<file path="config.mk">
export PLATFORM = sky130hd
export DESIGN_NAME = minrv32_top
export DESIGN_NICKNAME = d
export VERILOG_FILES = /design/src/source/rv_isa_pkg.sv /design/src/source/core_pkg.sv /design/src/source/rv_decoder.sv /design/src/source/rv_alu.sv /design/src/source/rv_execute.sv /design/src/source/reg_read_unit.sv /design/src/source/minrv32_top.sv
export SDC_FILE = /design/constraint.sdc
export NUM_CORES = 2
export LEC_CHECK = 0
export ABC_AREA = 1
export BUFFER_PORTS_ARGS = -buffer_cell sky130_fd_sc_hd__buf_2
export CAP_MARGIN = 25
export CORE_MARGIN = 2
export CORE_UTILIZATION = 25
export CTS_BUF_LIST = sky130_fd_sc_hd__clkbuf_4 sky130_fd_sc_hd__clkbuf_8 sky130_fd_sc_hd__clkbuf_16
export CTS_CLUSTER_SIZE = 10
export DETAILED_ROUTE_END_ITERATION = 6
export PLACE_DENSITY = 0.39
export SETUP_SLACK_MARGIN = 0.2
export SYNTH_ARGS = -nofsm -noshare
export SYNTH_HDL_FRONTEND = slang
export SYNTH_SLANG_ARGS = --single-unit
</file>
<file path="constraint.sdc">
create_clock -name clk -period 14.2 [get_ports clk]
set_input_delay 0.71 -clock clk [delete_from_list [all_inputs] [get_ports clk]]
set_output_delay 0.71 -clock clk [all_outputs]
set_load 0.01 [all_outputs]
</file>
<file path="src/source/rv_isa_pkg.sv">
package rv_isa_pkg;

	localparam int XLEN = 32;

	typedef logic [XLEN-1:0] word_t;     // data or address word
	typedef logic [4:0]      reg_addr_t; // register index
	typedef logic [3:0]      strb_t;     // one bit per byte lane
	typedef logic [2:0]      funct3_t;
	typedef logic [6:0]      funct7_t;

	// major opcodes of the kept rv32i subset
	typedef enum logic [6:0] {
		op_lui    = 7'b0110111,
		op_auipc  = 7'b0010111,
		op_jal    = 7'b1101111,
		op_jalr   = 7'b1100111,
		op_branch = 7'b1100011,
		op_load   = 7'b0000011,
		op_store  = 7'b0100011,
		op_imm    = 7'b0010011,
		op_reg    = 7'b0110011
	} opcode_t;

	localparam funct3_t f3_add  = 3'b000; // add, sub, addi
	localparam funct3_t f3_sll  = 3'b001;
	localparam funct3_t f3_slt  = 3'b010;
	localparam funct3_t f3_sltu = 3'b011;
	localparam funct3_t f3_xor  = 3'b100;
	localparam funct3_t f3_sr   = 3'b101; // srl and sra
	localparam funct3_t f3_or   = 3'b110;
	localparam funct3_t f3_and  = 3'b111;

	localparam funct3_t f3_jalr = 3'b000;

	localparam funct3_t f3_beq  = 3'b000;
	localparam funct3_t f3_bne  = 3'b001;
	localparam funct3_t f3_blt  = 3'b100;
	localparam funct3_t f3_bge  = 3'b101;
	localparam funct3_t f3_bltu = 3'b110;
	localparam funct3_t f3_bgeu = 3'b111;

	// access sizes, shared by loads and stores
	localparam funct3_t f3_byte   = 3'b000;
	localparam funct3_t f3_half   = 3'b001;
	localparam funct3_t f3_word   = 3'b010;
	localparam funct3_t f3_byte_u = 3'b100;
	localparam funct3_t f3_half_u = 3'b101;

	localparam funct7_t f7_base = 7'b0000000;
	localparam funct7_t f7_alt  = 7'b0100000; // sub and sra

endpackage

</file>
<file path="src/source/core_pkg.sv">
package core_pkg;

	// decoder outcome, consumed by the register read unit and execute
	typedef struct packed {
		rv_isa_pkg::opcode_t   opcode;
		rv_isa_pkg::funct3_t   funct3;
		rv_isa_pkg::reg_addr_t rd;
		rv_isa_pkg::reg_addr_t rs1;
		rv_isa_pkg::reg_addr_t rs2;
		logic                  rs1_used;
		logic                  rs2_used;
		logic                  rd_used;
		rv_isa_pkg::word_t     imm;          // already in its format
		logic                  legal;
		logic                  sub_or_arith; // funct7 bit 5
	} decoded_t;

	// data memory request
	typedef struct packed {
		logic              valid;
		rv_isa_pkg::word_t addr;
		rv_isa_pkg::word_t wdata;
		rv_isa_pkg::strb_t wstrb;
		rv_isa_pkg::strb_t rmask;
	} mem_req_t;

	// per operand tracker
	typedef enum logic [1:0] {
		st_idle,
		st_reading,
		st_ready
	} operand_state_t;

endpackage

</file>
<file path="src/source/rv_decoder.sv">
`timescale 1ns/1ns

module rv_decoder (
	input  rv_isa_pkg::word_t  insn,
	output core_pkg::decoded_t dec
);

	rv_isa_pkg::opcode_t opcode;
	rv_isa_pkg::funct3_t funct3;
	rv_isa_pkg::funct7_t funct7;
	rv_isa_pkg::word_t   imm_i;
	rv_isa_pkg::word_t   imm_s;
	rv_isa_pkg::word_t   imm_b;
	rv_isa_pkg::word_t   imm_j;
	rv_isa_pkg::word_t   imm_u;
	rv_isa_pkg::word_t   imm;
	logic                legal;
	logic                rs1_used;
	logic                rs2_used;
	logic                rd_used;

	assign opcode = rv_isa_pkg::opcode_t'(insn[6:0]);
	assign funct3 = insn[14:12];
	assign funct7 = insn[31:25];

	assign imm_i = {{20{insn[31]}}, insn[31:20]};
	assign imm_s = {{20{insn[31]}}, insn[31:25], insn[11:7]};
	assign imm_b = {{20{insn[31]}}, insn[7], insn[30:25], insn[11:8], 1'b0};
	assign imm_j = {{12{insn[31]}}, insn[19:12], insn[20], insn[30:21], 1'b0};
	assign imm_u = {insn[31:12], 12'b0};

	always_comb begin
		legal    = 1'b0;
		rs1_used = 1'b0;
		rs2_used = 1'b0;
		rd_used  = 1'b0;
		imm      = imm_i;
		case (opcode)
			rv_isa_pkg::op_lui, rv_isa_pkg::op_auipc: begin
				legal   = 1'b1;
				rd_used = 1'b1;
				imm     = imm_u;
			end
			rv_isa_pkg::op_jal: begin
				legal   = 1'b1;
				rd_used = 1'b1;
				imm     = imm_j;
			end
			rv_isa_pkg::op_jalr: begin
				legal    = (funct3 == rv_isa_pkg::f3_jalr);
				rs1_used = 1'b1;
				rd_used  = 1'b1;
			end
			rv_isa_pkg::op_branch: begin
				legal = funct3 inside {rv_isa_pkg::f3_beq, rv_isa_pkg::f3_bne,
					rv_isa_pkg::f3_blt, rv_isa_pkg::f3_bge,
					rv_isa_pkg::f3_bltu, rv_isa_pkg::f3_bgeu};
				rs1_used = 1'b1;
				rs2_used = 1'b1;
				imm      = imm_b;
			end
			rv_isa_pkg::op_load: begin
				legal = funct3 inside {rv_isa_pkg::f3_byte, rv_isa_pkg::f3_half,
					rv_isa_pkg::f3_word, rv_isa_pkg::f3_byte_u, rv_isa_pkg::f3_half_u};
				rs1_used = 1'b1;
				rd_used  = 1'b1;
			end
			rv_isa_pkg::op_store: begin
				legal = funct3 inside {rv_isa_pkg::f3_byte, rv_isa_pkg::f3_half,
					rv_isa_pkg::f3_word};
				rs1_used = 1'b1;
				rs2_used = 1'b1;
				imm      = imm_s;
			end
			rv_isa_pkg::op_imm: begin
				rs1_used = 1'b1;
				rd_used  = 1'b1;
				if (funct3 == rv_isa_pkg::f3_sll)
					legal = (funct7 == rv_isa_pkg::f7_base); // shamt[5] must be clear
				else if (funct3 == rv_isa_pkg::f3_sr)
					legal = (funct7 == rv_isa_pkg::f7_base) || (funct7 == rv_isa_pkg::f7_alt);
				else
					legal = 1'b1;
			end
			rv_isa_pkg::op_reg: begin
				rs1_used = 1'b1;
				rs2_used = 1'b1;
				rd_used  = 1'b1;
				legal = (funct7 == rv_isa_pkg::f7_base) || ((funct7 == rv_isa_pkg::f7_alt)
					&& (funct3 == rv_isa_pkg::f3_add || funct3 == rv_isa_pkg::f3_sr));
			end
			default: legal = 1'b0; // unknown opcode
		endcase
	end

	// illegal encodings request no operands and write nothing
	always_comb begin
		dec              = '0;
		dec.opcode       = opcode;
		dec.funct3       = funct3;
		dec.rd           = insn[11:7];
		dec.rs1          = insn[19:15];
		dec.rs2          = insn[24:20];
		dec.rs1_used     = legal && rs1_used;
		dec.rs2_used     = legal && rs2_used;
		dec.rd_used      = legal && rd_used;
		dec.imm          = imm;
		dec.legal        = legal;
		dec.sub_or_arith = insn[30];
	end

endmodule

</file>
<file path="src/source/rv_alu.sv">
`timescale 1ns/1ns

module rv_alu (
	input  core_pkg::decoded_t dec,
	input  rv_isa_pkg::word_t  rs1_data,
	input  rv_isa_pkg::word_t  rs2_data,
	output rv_isa_pkg::word_t  alu_result,
	output logic               branch_taken
);

	rv_isa_pkg::word_t b;
	logic [4:0]        shamt;
	logic signed [rv_isa_pkg::XLEN-1:0] sra_val;
	logic              eq;
	logic              lt;
	logic              ltu;

	assign b     = (dec.opcode == rv_isa_pkg::op_imm) ? dec.imm : rs2_data;
	assign shamt = b[4:0];

	assign sra_val = $signed(rs1_data) >>> shamt;
	assign eq      = (rs1_data == b);
	assign lt      = ($signed(rs1_data) < $signed(b));
	assign ltu     = (rs1_data < b);

	always_comb begin
		case (dec.funct3)
			rv_isa_pkg::f3_add: begin
				if (dec.opcode == rv_isa_pkg::op_reg && dec.sub_or_arith)
					alu_result = rs1_data - b;
				else
					alu_result = rs1_data + b; // addi ignores bit 30
			end
			rv_isa_pkg::f3_sll:  alu_result = rs1_data << shamt;
			rv_isa_pkg::f3_slt:  alu_result = {{(rv_isa_pkg::XLEN-1){1'b0}}, lt};
			rv_isa_pkg::f3_sltu: alu_result = {{(rv_isa_pkg::XLEN-1){1'b0}}, ltu};
			rv_isa_pkg::f3_xor:  alu_result = rs1_data ^ b;
			rv_isa_pkg::f3_sr:   alu_result = dec.sub_or_arith ? sra_val : (rs1_data >> shamt);
			rv_isa_pkg::f3_or:   alu_result = rs1_data | b;
			default:             alu_result = rs1_data & b; // f3_and
		endcase
	end

	// b is rs2 for branches
	always_comb begin
		case (dec.funct3)
			rv_isa_pkg::f3_beq:  branch_taken = eq;
			rv_isa_pkg::f3_bne:  branch_taken = !eq;
			rv_isa_pkg::f3_blt:  branch_taken = lt;
			rv_isa_pkg::f3_bge:  branch_taken = !lt;
			rv_isa_pkg::f3_bltu: branch_taken = ltu;
			rv_isa_pkg::f3_bgeu: branch_taken = !ltu;
			default:             branch_taken = 1'b0;
		endcase
	end

endmodule

</file>
<file path="src/source/rv_execute.sv">
`timescale 1ns/1ns

module rv_execute #(
	parameter rv_isa_pkg::word_t RESET_PC = 32'h10000
) (
	input  logic                clk,
	input  logic                resetn,
	input  logic                insn_valid,
	input  core_pkg::decoded_t  dec,
	input  rv_isa_pkg::word_t   rs1_data,
	input  logic                rs2_ready,
	input  logic                rs1_ready,
	input  rv_isa_pkg::word_t   rs2_data,
	input  rv_isa_pkg::word_t   alu_result,
	input  logic                branch_taken,
	input  logic                mem_ready,
	input  rv_isa_pkg::word_t   mem_rdata,
	output rv_isa_pkg::word_t   insn_addr,
	output core_pkg::mem_req_t  mem_req,
	output rv_isa_pkg::word_t   wb_data,
	output logic                retire,
	output logic                trap
);

	rv_isa_pkg::word_t pc;
	rv_isa_pkg::word_t pc_plus4;
	rv_isa_pkg::word_t target;
	rv_isa_pkg::word_t next_pc;
	rv_isa_pkg::word_t load_data;
	rv_isa_pkg::strb_t size_mask;
	logic              is_load;
	logic              is_store;
	logic              mem_access;
	logic              misaligned;
	logic              rs1_ok;
	logic              rs2_ok;

	assign is_load   = (dec.opcode == rv_isa_pkg::op_load);
	assign is_store  = (dec.opcode == rv_isa_pkg::op_store);
	assign pc_plus4  = pc + 32'd4;
	assign insn_addr = pc;

	always_comb begin
		case (dec.opcode)
			rv_isa_pkg::op_jal:    target = pc + dec.imm;
			rv_isa_pkg::op_jalr:   target = (rs1_data + dec.imm) & 32'hffff_fffe;
			rv_isa_pkg::op_branch: target = branch_taken ? pc + dec.imm : pc_plus4;
			default:               target = pc_plus4;
		endcase
	end

	assign misaligned = (target[1:0] != 2'b00);
	assign trap       = insn_valid && (!dec.legal || misaligned);
	assign next_pc    = trap ? pc : target; // park on the faulting insn

	// retire once operands and memory are done
	assign rs1_ok     = !dec.rs1_used || rs1_ready;
	assign rs2_ok     = !dec.rs2_used || rs2_ready;
	assign mem_access = insn_valid && dec.legal && (is_load || is_store);
	assign retire     = insn_valid && rs1_ok && rs2_ok && (!mem_access || mem_ready);

	always_comb begin
		case (dec.funct3)
			rv_isa_pkg::f3_byte, rv_isa_pkg::f3_byte_u: size_mask = 4'b0001;
			rv_isa_pkg::f3_half, rv_isa_pkg::f3_half_u: size_mask = 4'b0011;
			rv_isa_pkg::f3_word:                        size_mask = 4'b1111;
			default:                                    size_mask = 4'b0000;
		endcase
	end

	always_comb begin
		mem_req       = '0;
		mem_req.valid = mem_access;
		mem_req.addr  = rs1_data + dec.imm;
		mem_req.wdata = rs2_data;
		mem_req.wstrb = (is_store && retire) ? size_mask : 4'b0000; // write only when committing
		mem_req.rmask = is_load ? size_mask : 4'b0000;
	end

	always_comb begin
		case (dec.funct3)
			rv_isa_pkg::f3_byte:   load_data = {{24{mem_rdata[7]}}, mem_rdata[7:0]};
			rv_isa_pkg::f3_byte_u: load_data = {24'b0, mem_rdata[7:0]};
			rv_isa_pkg::f3_half:   load_data = {{16{mem_rdata[15]}}, mem_rdata[15:0]};
			rv_isa_pkg::f3_half_u: load_data = {16'b0, mem_rdata[15:0]};
			default:               load_data = mem_rdata;
		endcase
	end

	always_comb begin
		case (dec.opcode)
			rv_isa_pkg::op_lui:                     wb_data = dec.imm;
			rv_isa_pkg::op_auipc:                   wb_data = pc + dec.imm;
			rv_isa_pkg::op_jal, rv_isa_pkg::op_jalr: wb_data = pc_plus4; // link
			rv_isa_pkg::op_load:                    wb_data = load_data;
			default:                                wb_data = alu_result;
		endcase
	end

	always_ff @(posedge clk) begin
		if (!resetn) begin
			pc <= RESET_PC;
		end else if (retire) begin
			pc <= next_pc;
		end
	end

endmodule

</file>
<file path="src/source/reg_read_unit.sv">
`timescale 1ns/1ns

module reg_read_unit #(
	parameter rv_isa_pkg::word_t STACK_ADDR   = 32'h10000,
	parameter int                READ_LATENCY = 3
) (
	input  logic               clk,
	input  logic               resetn,
	input  logic               insn_valid,
	input  core_pkg::decoded_t dec,
	input  logic               retire,
	input  rv_isa_pkg::word_t  wb_data,
	output rv_isa_pkg::word_t  rs1_data,
	output rv_isa_pkg::word_t  rs2_data,
	output logic               rs1_ready,
	output logic               rs2_ready
);

	rv_isa_pkg::word_t         regs [32];
	core_pkg::operand_state_t  rs1_state;
	core_pkg::operand_state_t  rs2_state;
	logic [1:0]                req;
	logic [1:0]                gnt;  // bit 0 is rs1
	rv_isa_pkg::reg_addr_t     read_idx;
	logic [1:0]                gnt_pipe [READ_LATENCY];
	rv_isa_pkg::word_t         data_pipe [READ_LATENCY];
	logic [1:0]                back;
	rv_isa_pkg::word_t         back_data;
	rv_isa_pkg::word_t         rs1_q;
	rv_isa_pkg::word_t         rs2_q;

	function automatic core_pkg::operand_state_t track(
		input core_pkg::operand_state_t st,
		input logic                     grant,
		input logic                     returned,
		input logic                     done
	);
		core_pkg::operand_state_t nxt;
		nxt = st;
		case (st)
			core_pkg::st_idle:    if (grant) nxt = core_pkg::st_reading;
			core_pkg::st_reading: if (returned) nxt = core_pkg::st_ready;
			core_pkg::st_ready:   if (done) nxt = core_pkg::st_idle;
			default:              nxt = core_pkg::st_idle;
		endcase
		return nxt;
	endfunction

	// x0 never goes through the read path
	assign req[0] = insn_valid && dec.rs1_used && (dec.rs1 != 5'd0)
		&& (rs1_state == core_pkg::st_idle);
	assign req[1] = insn_valid && dec.rs2_used && (dec.rs2 != 5'd0)
		&& (rs2_state == core_pkg::st_idle);

	// fixed priority, one read port
	assign gnt[0]   = req[0];
	assign gnt[1]   = req[1] && !req[0];
	assign read_idx = gnt[0] ? dec.rs1 : dec.rs2;

	assign back      = gnt_pipe[READ_LATENCY-1];
	assign back_data = data_pipe[READ_LATENCY-1];

	always_ff @(posedge clk) begin
		if (!resetn) begin
			for (int i = 0; i < READ_LATENCY; i++)
				gnt_pipe[i] <= 2'b00;
		end else begin
			gnt_pipe[0] <= gnt;
			for (int i = 1; i < READ_LATENCY; i++)
				gnt_pipe[i] <= gnt_pipe[i-1];
		end
	end

	always_ff @(posedge clk) begin
		data_pipe[0] <= regs[read_idx];
		for (int i = 1; i < READ_LATENCY; i++)
			data_pipe[i] <= data_pipe[i-1];
	end

	always_ff @(posedge clk) begin
		if (!resetn) begin
			rs1_state <= core_pkg::st_idle;
			rs2_state <= core_pkg::st_idle;
		end else begin
			rs1_state <= track(rs1_state, gnt[0], back[0], retire);
			rs2_state <= track(rs2_state, gnt[1], back[1], retire);
		end
	end

	always_ff @(posedge clk) begin
		if (back[0])
			rs1_q <= back_data;
		if (back[1])
			rs2_q <= back_data;
	end

	always_ff @(posedge clk) begin
		if (!resetn) begin
			regs[0] <= '0;
			regs[2] <= STACK_ADDR; // sp
		end else if (retire && dec.rd_used && (dec.rd != 5'd0)) begin
			regs[dec.rd] <= wb_data;
		end
	end

	assign rs1_data  = (dec.rs1 == 5'd0) ? '0 : rs1_q;
	assign rs2_data  = (dec.rs2 == 5'd0) ? '0 : rs2_q;
	assign rs1_ready = (rs1_state == core_pkg::st_ready) || (dec.rs1 == 5'd0);
	assign rs2_ready = (rs2_state == core_pkg::st_ready) || (dec.rs2 == 5'd0);

endmodule

</file>
<file path="src/source/minrv32_top.sv">
`timescale 1ns/1ns

module minrv32_top #(
	parameter rv_isa_pkg::word_t RESET_PC     = 32'h10000,
	parameter rv_isa_pkg::word_t STACK_ADDR   = 32'h10000,
	parameter int                READ_LATENCY = 3
) (
	input  logic              clk,
	input  logic              resetn,
	input  rv_isa_pkg::word_t insn,
	input  logic              insn_valid,
	output rv_isa_pkg::word_t insn_addr,
	output logic              mem_valid,
	output rv_isa_pkg::word_t mem_addr,
	output rv_isa_pkg::word_t mem_wdata,
	output rv_isa_pkg::strb_t mem_wstrb,
	output rv_isa_pkg::strb_t mem_rmask,
	input  logic              mem_ready,
	input  rv_isa_pkg::word_t mem_rdata,
	output logic              retire,
	output logic              trap
);

	core_pkg::decoded_t dec;
	core_pkg::mem_req_t mem_req;
	rv_isa_pkg::word_t  rs1_data;
	rv_isa_pkg::word_t  rs2_data;
	rv_isa_pkg::word_t  alu_result;
	rv_isa_pkg::word_t  wb_data;
	logic               rs1_ready;
	logic               rs2_ready;
	logic               branch_taken;

	rv_decoder rv_decoder_inst (
		.insn (insn),
		.dec  (dec)
	);

	reg_read_unit #(
		.STACK_ADDR   (STACK_ADDR),
		.READ_LATENCY (READ_LATENCY)
	) reg_read_unit_inst (
		.clk        (clk),
		.resetn     (resetn),
		.insn_valid (insn_valid),
		.dec        (dec),
		.retire     (retire),
		.wb_data    (wb_data),
		.rs1_data   (rs1_data),
		.rs2_data   (rs2_data),
		.rs1_ready  (rs1_ready),
		.rs2_ready  (rs2_ready)
	);

	rv_alu rv_alu_inst (
		.dec          (dec),
		.rs1_data     (rs1_data),
		.rs2_data     (rs2_data),
		.alu_result   (alu_result),
		.branch_taken (branch_taken)
	);

	rv_execute #(
		.RESET_PC (RESET_PC)
	) rv_execute_inst (
		.clk          (clk),
		.resetn       (resetn),
		.insn_valid   (insn_valid),
		.dec          (dec),
		.rs1_data     (rs1_data),
		.rs2_ready    (rs2_ready),
		.rs1_ready    (rs1_ready),
		.rs2_data     (rs2_data),
		.alu_result   (alu_result),
		.branch_taken (branch_taken),
		.mem_ready    (mem_ready),
		.mem_rdata    (mem_rdata),
		.insn_addr    (insn_addr),
		.mem_req      (mem_req),
		.wb_data      (wb_data),
		.retire       (retire),
		.trap         (trap)
	);

	// memory pins
	assign mem_valid = mem_req.valid;
	assign mem_addr  = mem_req.addr;
	assign mem_wdata = mem_req.wdata;
	assign mem_wstrb = mem_req.wstrb;
	assign mem_rmask = mem_req.rmask;

endmodule

</file>
==> insert_results.sql <==
INSERT INTO impl_metrics (metric_group, metric, value, unit) VALUES
('routing', 'post_drt_via_cell_ratio', '4.85', ''),
('worst_hold_path', 'timing.hold.worst.class', 'flop to flop', ''),
('cts', 'clock_tree.buffer_depth', '3', ''),
('synthesis', 'yosysWarnings', '0', ''),
('critical_path', 'cp_data_arrival_time', '8.38', 'ns'),
('critical_path', 'cp_max_fo', '43', ''),
('finish', 'area_delta_synth_final', '15.0', '%'),
('timing', 'finalSetupViolCount', '0', ''),
('timing', 'final.min_clock_period', '9.09', 'ns'),
('grt', 'grt_antenna_before_repair', '7', ''),
('timing', 'slew_violations', '0', ''),
('timing', 'maxSlewHeadroom', '27.7', '%'),
('placement', 'dpl.cell_count', '11034', ''),
('cts', 'root_buf_cell', 'clkbuf_16', ''),
('synthesis', 'ys_dominant_reg_cell', 'edfxtp_1', ''),
('die', 'boundaryPins', '175', ''),
('grt', 'residual_overflow_from_global_routing', '0', ''),
('synthesis', 'yosys_register_bits', '1226', ''),
('synthesis', 'synth-edff-count', '1056', ''),
('critical_path', 'crit_top_cell', 'nand2_1', ''),
('power', 'power.static_leakage', '32.8', 'nW'),
('placement', 'dpl_cell_area', '69700', 'um^2'),
('routing', 'avgRoutedWirePerCell', '24.4', 'um'),
('timing', 'achievable-frequency', '0.110', 'GHz'),
('finish', 'postLayoutCoreUtil', '28.9', '%'),
('die', 'die_h', '514', 'um'),
('grt', 'first_pass_grt_wire_length', '391000', 'um'),
('placement', 'port_buffers', '174', ''),
('synthesis', 'ys_async_sr_fraction', '0', '%'),
('die', 'fp-row-count', '187', ''),
('cts', 'clock_tree.htree_level_count', '4', ''),
('finish', 'post-route-cell-area', '74800', 'um^2'),
('power', 'worst_ir_drop_vdd', '0.0914', 'mV'),
('routing', 'drt-initial-drc-count', '5292', ''),
('synthesis', 'syn_inst', '7727', ''),
('critical_path', 'rr_worst_depth', '26', ''),
('grt', 'grt_pass1_vias', '52077', ''),
('finish', 'post_layout_nonfiller_instances', '11301', ''),
('critical_path', 'cp-end-kind', 'output pin', ''),
('cts', 'cts_resized', '0', ''),
('critical_path', 'critical-path-max-stage-delay', '1.02', 'ns'),
('synthesis', 'synth.avg_cell_area', '8.42', 'um^2'),
('cts', 'tritoncts', 'built', ''),
('grt', 'grt_start_max_net_pins', '171', ''),
('die', 'fp.coreArea', '259000', 'um^2'),
('synthesis', 'syn_nets', '7959', ''),
('timing', 'final.period_utilization', '64.0', '%'),
('power', 'power_density_of_the_placed_cells', '111', 'nW/um^2'),
('die', 'fp.dieW', '514', 'um'),
('routing', 'routed-via-count', '54845', ''),
('synthesis', 'netlist_area', '65000', 'um^2'),
('routing', 'ant_nets', '0', ''),
('finish', 'post_route_cells_drive_above_1_share', '8.52', '%'),
('cts', 'holdBufCountCts', '0', ''),
('critical_path', 'start_kind', 'input port', ''),
('run_status', 'run_status', 'finished, final reports clean', ''),
('cts', 'cts_sinks', '1226', ''),
('timing', 'final_hold_viol_count', '0', ''),
('timing', 'finClkSkew', '0.0527', 'ns'),
('synthesis', 'synthDistinctLibCells', '61', ''),
('routing', 'firstDrtPassIters', '6', ''),
('timing', 'rsz0062_at_grt', 'false', ''),
('timing', 'fin_setup_tns', '0', 'ns'),
('placement', 'dp.final_hpwl', '185000', 'um'),
('timing', 'tightest_slew', '1.08', 'ns'),
('synthesis', 'yosysSeqAreaShare', '54.0', '%'),
('finish', 'design.final.nets', '8028', ''),
('placement', 'finalWeightedCongestion', '0.991', ''),
('worst_hold_path', 'whs_path_depth', '0', ''),
('cts', 'cts.repair_timing.setup_buffer_count', '0', ''),
('die', 'full_die_area', '264000', 'um^2'),
('job', 'cap_violations', '0', ''),
('die', 'start_util', '25.1', '%'),
('critical_path', 'cpMaxStageDelayCell', 'inv_1', ''),
('cts', 'cts.clk_slew.worst_paths', '0.05', 'ns'),
('grt', 'grt.total_usage', '20.3', '%'),
('routing', 'remaining_drc_errors', '0', ''),
('critical_path', 'required', '13.49', 'ns'),
('routing', 'routed_wl', '276000', 'um'),
('cts', 'worstSkewPairLatency', '0.81', 'ns'),
('cts', 'cts-buffers-inserted', '149', ''),
('critical_path', 'category_of_the_critical_setup_timing_path', 'input port to output pin', ''),
('timing', 'worst_hold_slack', '0.318', 'ns');
layout make-up:
cell class	count	area, um^2
Clock inverter	24	383
Timing Repair Buffer	305	2230
Tap cell	3402	4260
Clock buffer	221	4340
Sequential cell	1226	35100
Multi-Input combinational cell	5483	26100
Inverter	631	2380
Fill cell	27716	184000
Antenna cell	9	22.5
per-stage QoR:
| stage | total power [mW] | worst slack [ns] |
|---|---|---|
| after detailed placement | 4.70 | 5.24 |
| after global routing | 8.60 | 4.74 |
| final | 8.32 | 5.11 |
| after floorplan | 4.39 | 9.04 |
| after global placement | 4.71 | 5.32 |
| after CTS | 8.42 | 5.33 |
cell families after synthesis:
logic type,count (synthesis),synth area share [%]
adders and majority gates,164,3.20
xor gates and xnor gates,85,1.14
AOI/OAI and AO/OA,834,7.62
DFF,1226,54.0
buffers and inverters,1018,6.37
and+or+nand+nor,4400,27.7
per-layer routing:
metal  part of all wire, %  wire length, um  track usage (%)  vias up
met2                    45           125000             32.5     1777
met5                 0.017               47                0        -
met1                    45           125000             27.8    26826
li1                      -                -                -    25884
met4                   3.6             9940             7.03        6
met3                   5.6            15500             2.99      352
worst paths after layout:
path,end,startpoint,slack (ns)
worst min register to register,reg_read_unit_inst.data_pipe[0][85],reg_read_unit_inst.data_pipe[0][53],0.32
worst max-delay path,trap,insn[1],5.11
worst max register to register,rv_execute_inst.insn_addr[12],reg_read_unit_inst.rs2_q[0],6.93
worst min-delay path,reg_read_unit_inst.data_pipe[0][85],reg_read_unit_inst.data_pipe[0][53],0.32
cells in the mapped netlist, drive strengths merged, types with 11 or more instances:
| cell type | count | area share, % |
|---|---|---|
| nand2 | 2951 | 17 |
| edfxtp | 1056 | 49 |
| nand3 | 891 | 6.9 |
| inv | 628 | 3.6 |
| nor2 | 414 | 2.4 |
| a21oi | 290 | 2.2 |
| buf | 261 | 2.0 |
| o21ai | 260 | 2.0 |
| dfxtp | 170 | 5.2 |
| ha | 160 | 3.1 |
| o211ai | 132 | 1.5 |
| clkbuf | 126 | 0.73 |
| xor2 | 59 | 0.79 |
| nor3 | 56 | 0.44 |
| or2 | 34 | 0.33 |
| nand4 | 28 | 0.28 |
| o22ai | 26 | 0.25 |
| xnor2 | 26 | 0.35 |
| o21bai | 21 | 0.26 |
| a221oi | 17 | 0.23 |
| a211oi | 15 | 0.17 |
| o2111ai | 14 | 0.19 |
| a21o | 11 | 0.13 |
where the power goes:
group	leakage, nW	internal [mW]	total, mW	switching (mW)
clock network	2.36	2.15	3.68	1.53
logic	17.2	0.177	0.713	0.536
registers	13.2	3.90	3.92	0.0258
total	32.8	6.22	8.32	2.10
flip-flops by register name, summed over array words and instances, names as in the netlist:
register and flops:
reg_read_unit_inst.rs1_state 2, reg_read_unit_inst.rs2_state 2, rv_execute_inst.insn_addr 32, reg_read_unit_inst.rs2_q 32, reg_read_unit_inst.regs 1024, reg_read_unit_inst.data_pipe 96, reg_read_unit_inst.gnt_pipe 6, reg_read_unit_inst.rs1_q 32
worst max-delay path: cells and delay by family:
family | cells | cell delay [ns]
AOI/OAI and AO/OA | 2 | 0.53
adders and majority gates | 2 | 0.72
buffers and inverters | 10 | 2.84
and+or+nand+nor | 17 | 3.48
placed cells by master, fill, tap and decap left out, drive strengths merged, types with 6 or more instances in the layout:
| cell type | instances |
|---|---|
| nand2 | 2951 |
| edfxtp | 1056 |
| nand3 | 891 |
| inv | 635 |
| nor2 | 414 |
| buf | 304 |
| a21oi | 290 |
| o21ai | 260 |
| clkbuf | 221 |
| dfxtp | 170 |
| ha | 160 |
| o211ai | 132 |
| xor2 | 59 |
| nor3 | 56 |
| or2 | 34 |
| nand4 | 28 |
| o22ai | 26 |
| xnor2 | 26 |
| o21bai | 21 |
| a221oi | 17 |
| clkinv | 17 |
| a211oi | 15 |
| o2111ai | 14 |
| a21o | 11 |
| diode | 9 |
| o221ai | 9 |
| nor4 | 9 |
| a31oi | 9 |
| o21a | 8 |
| nand3b | 6 |
(Power assumes the default switching activity.)
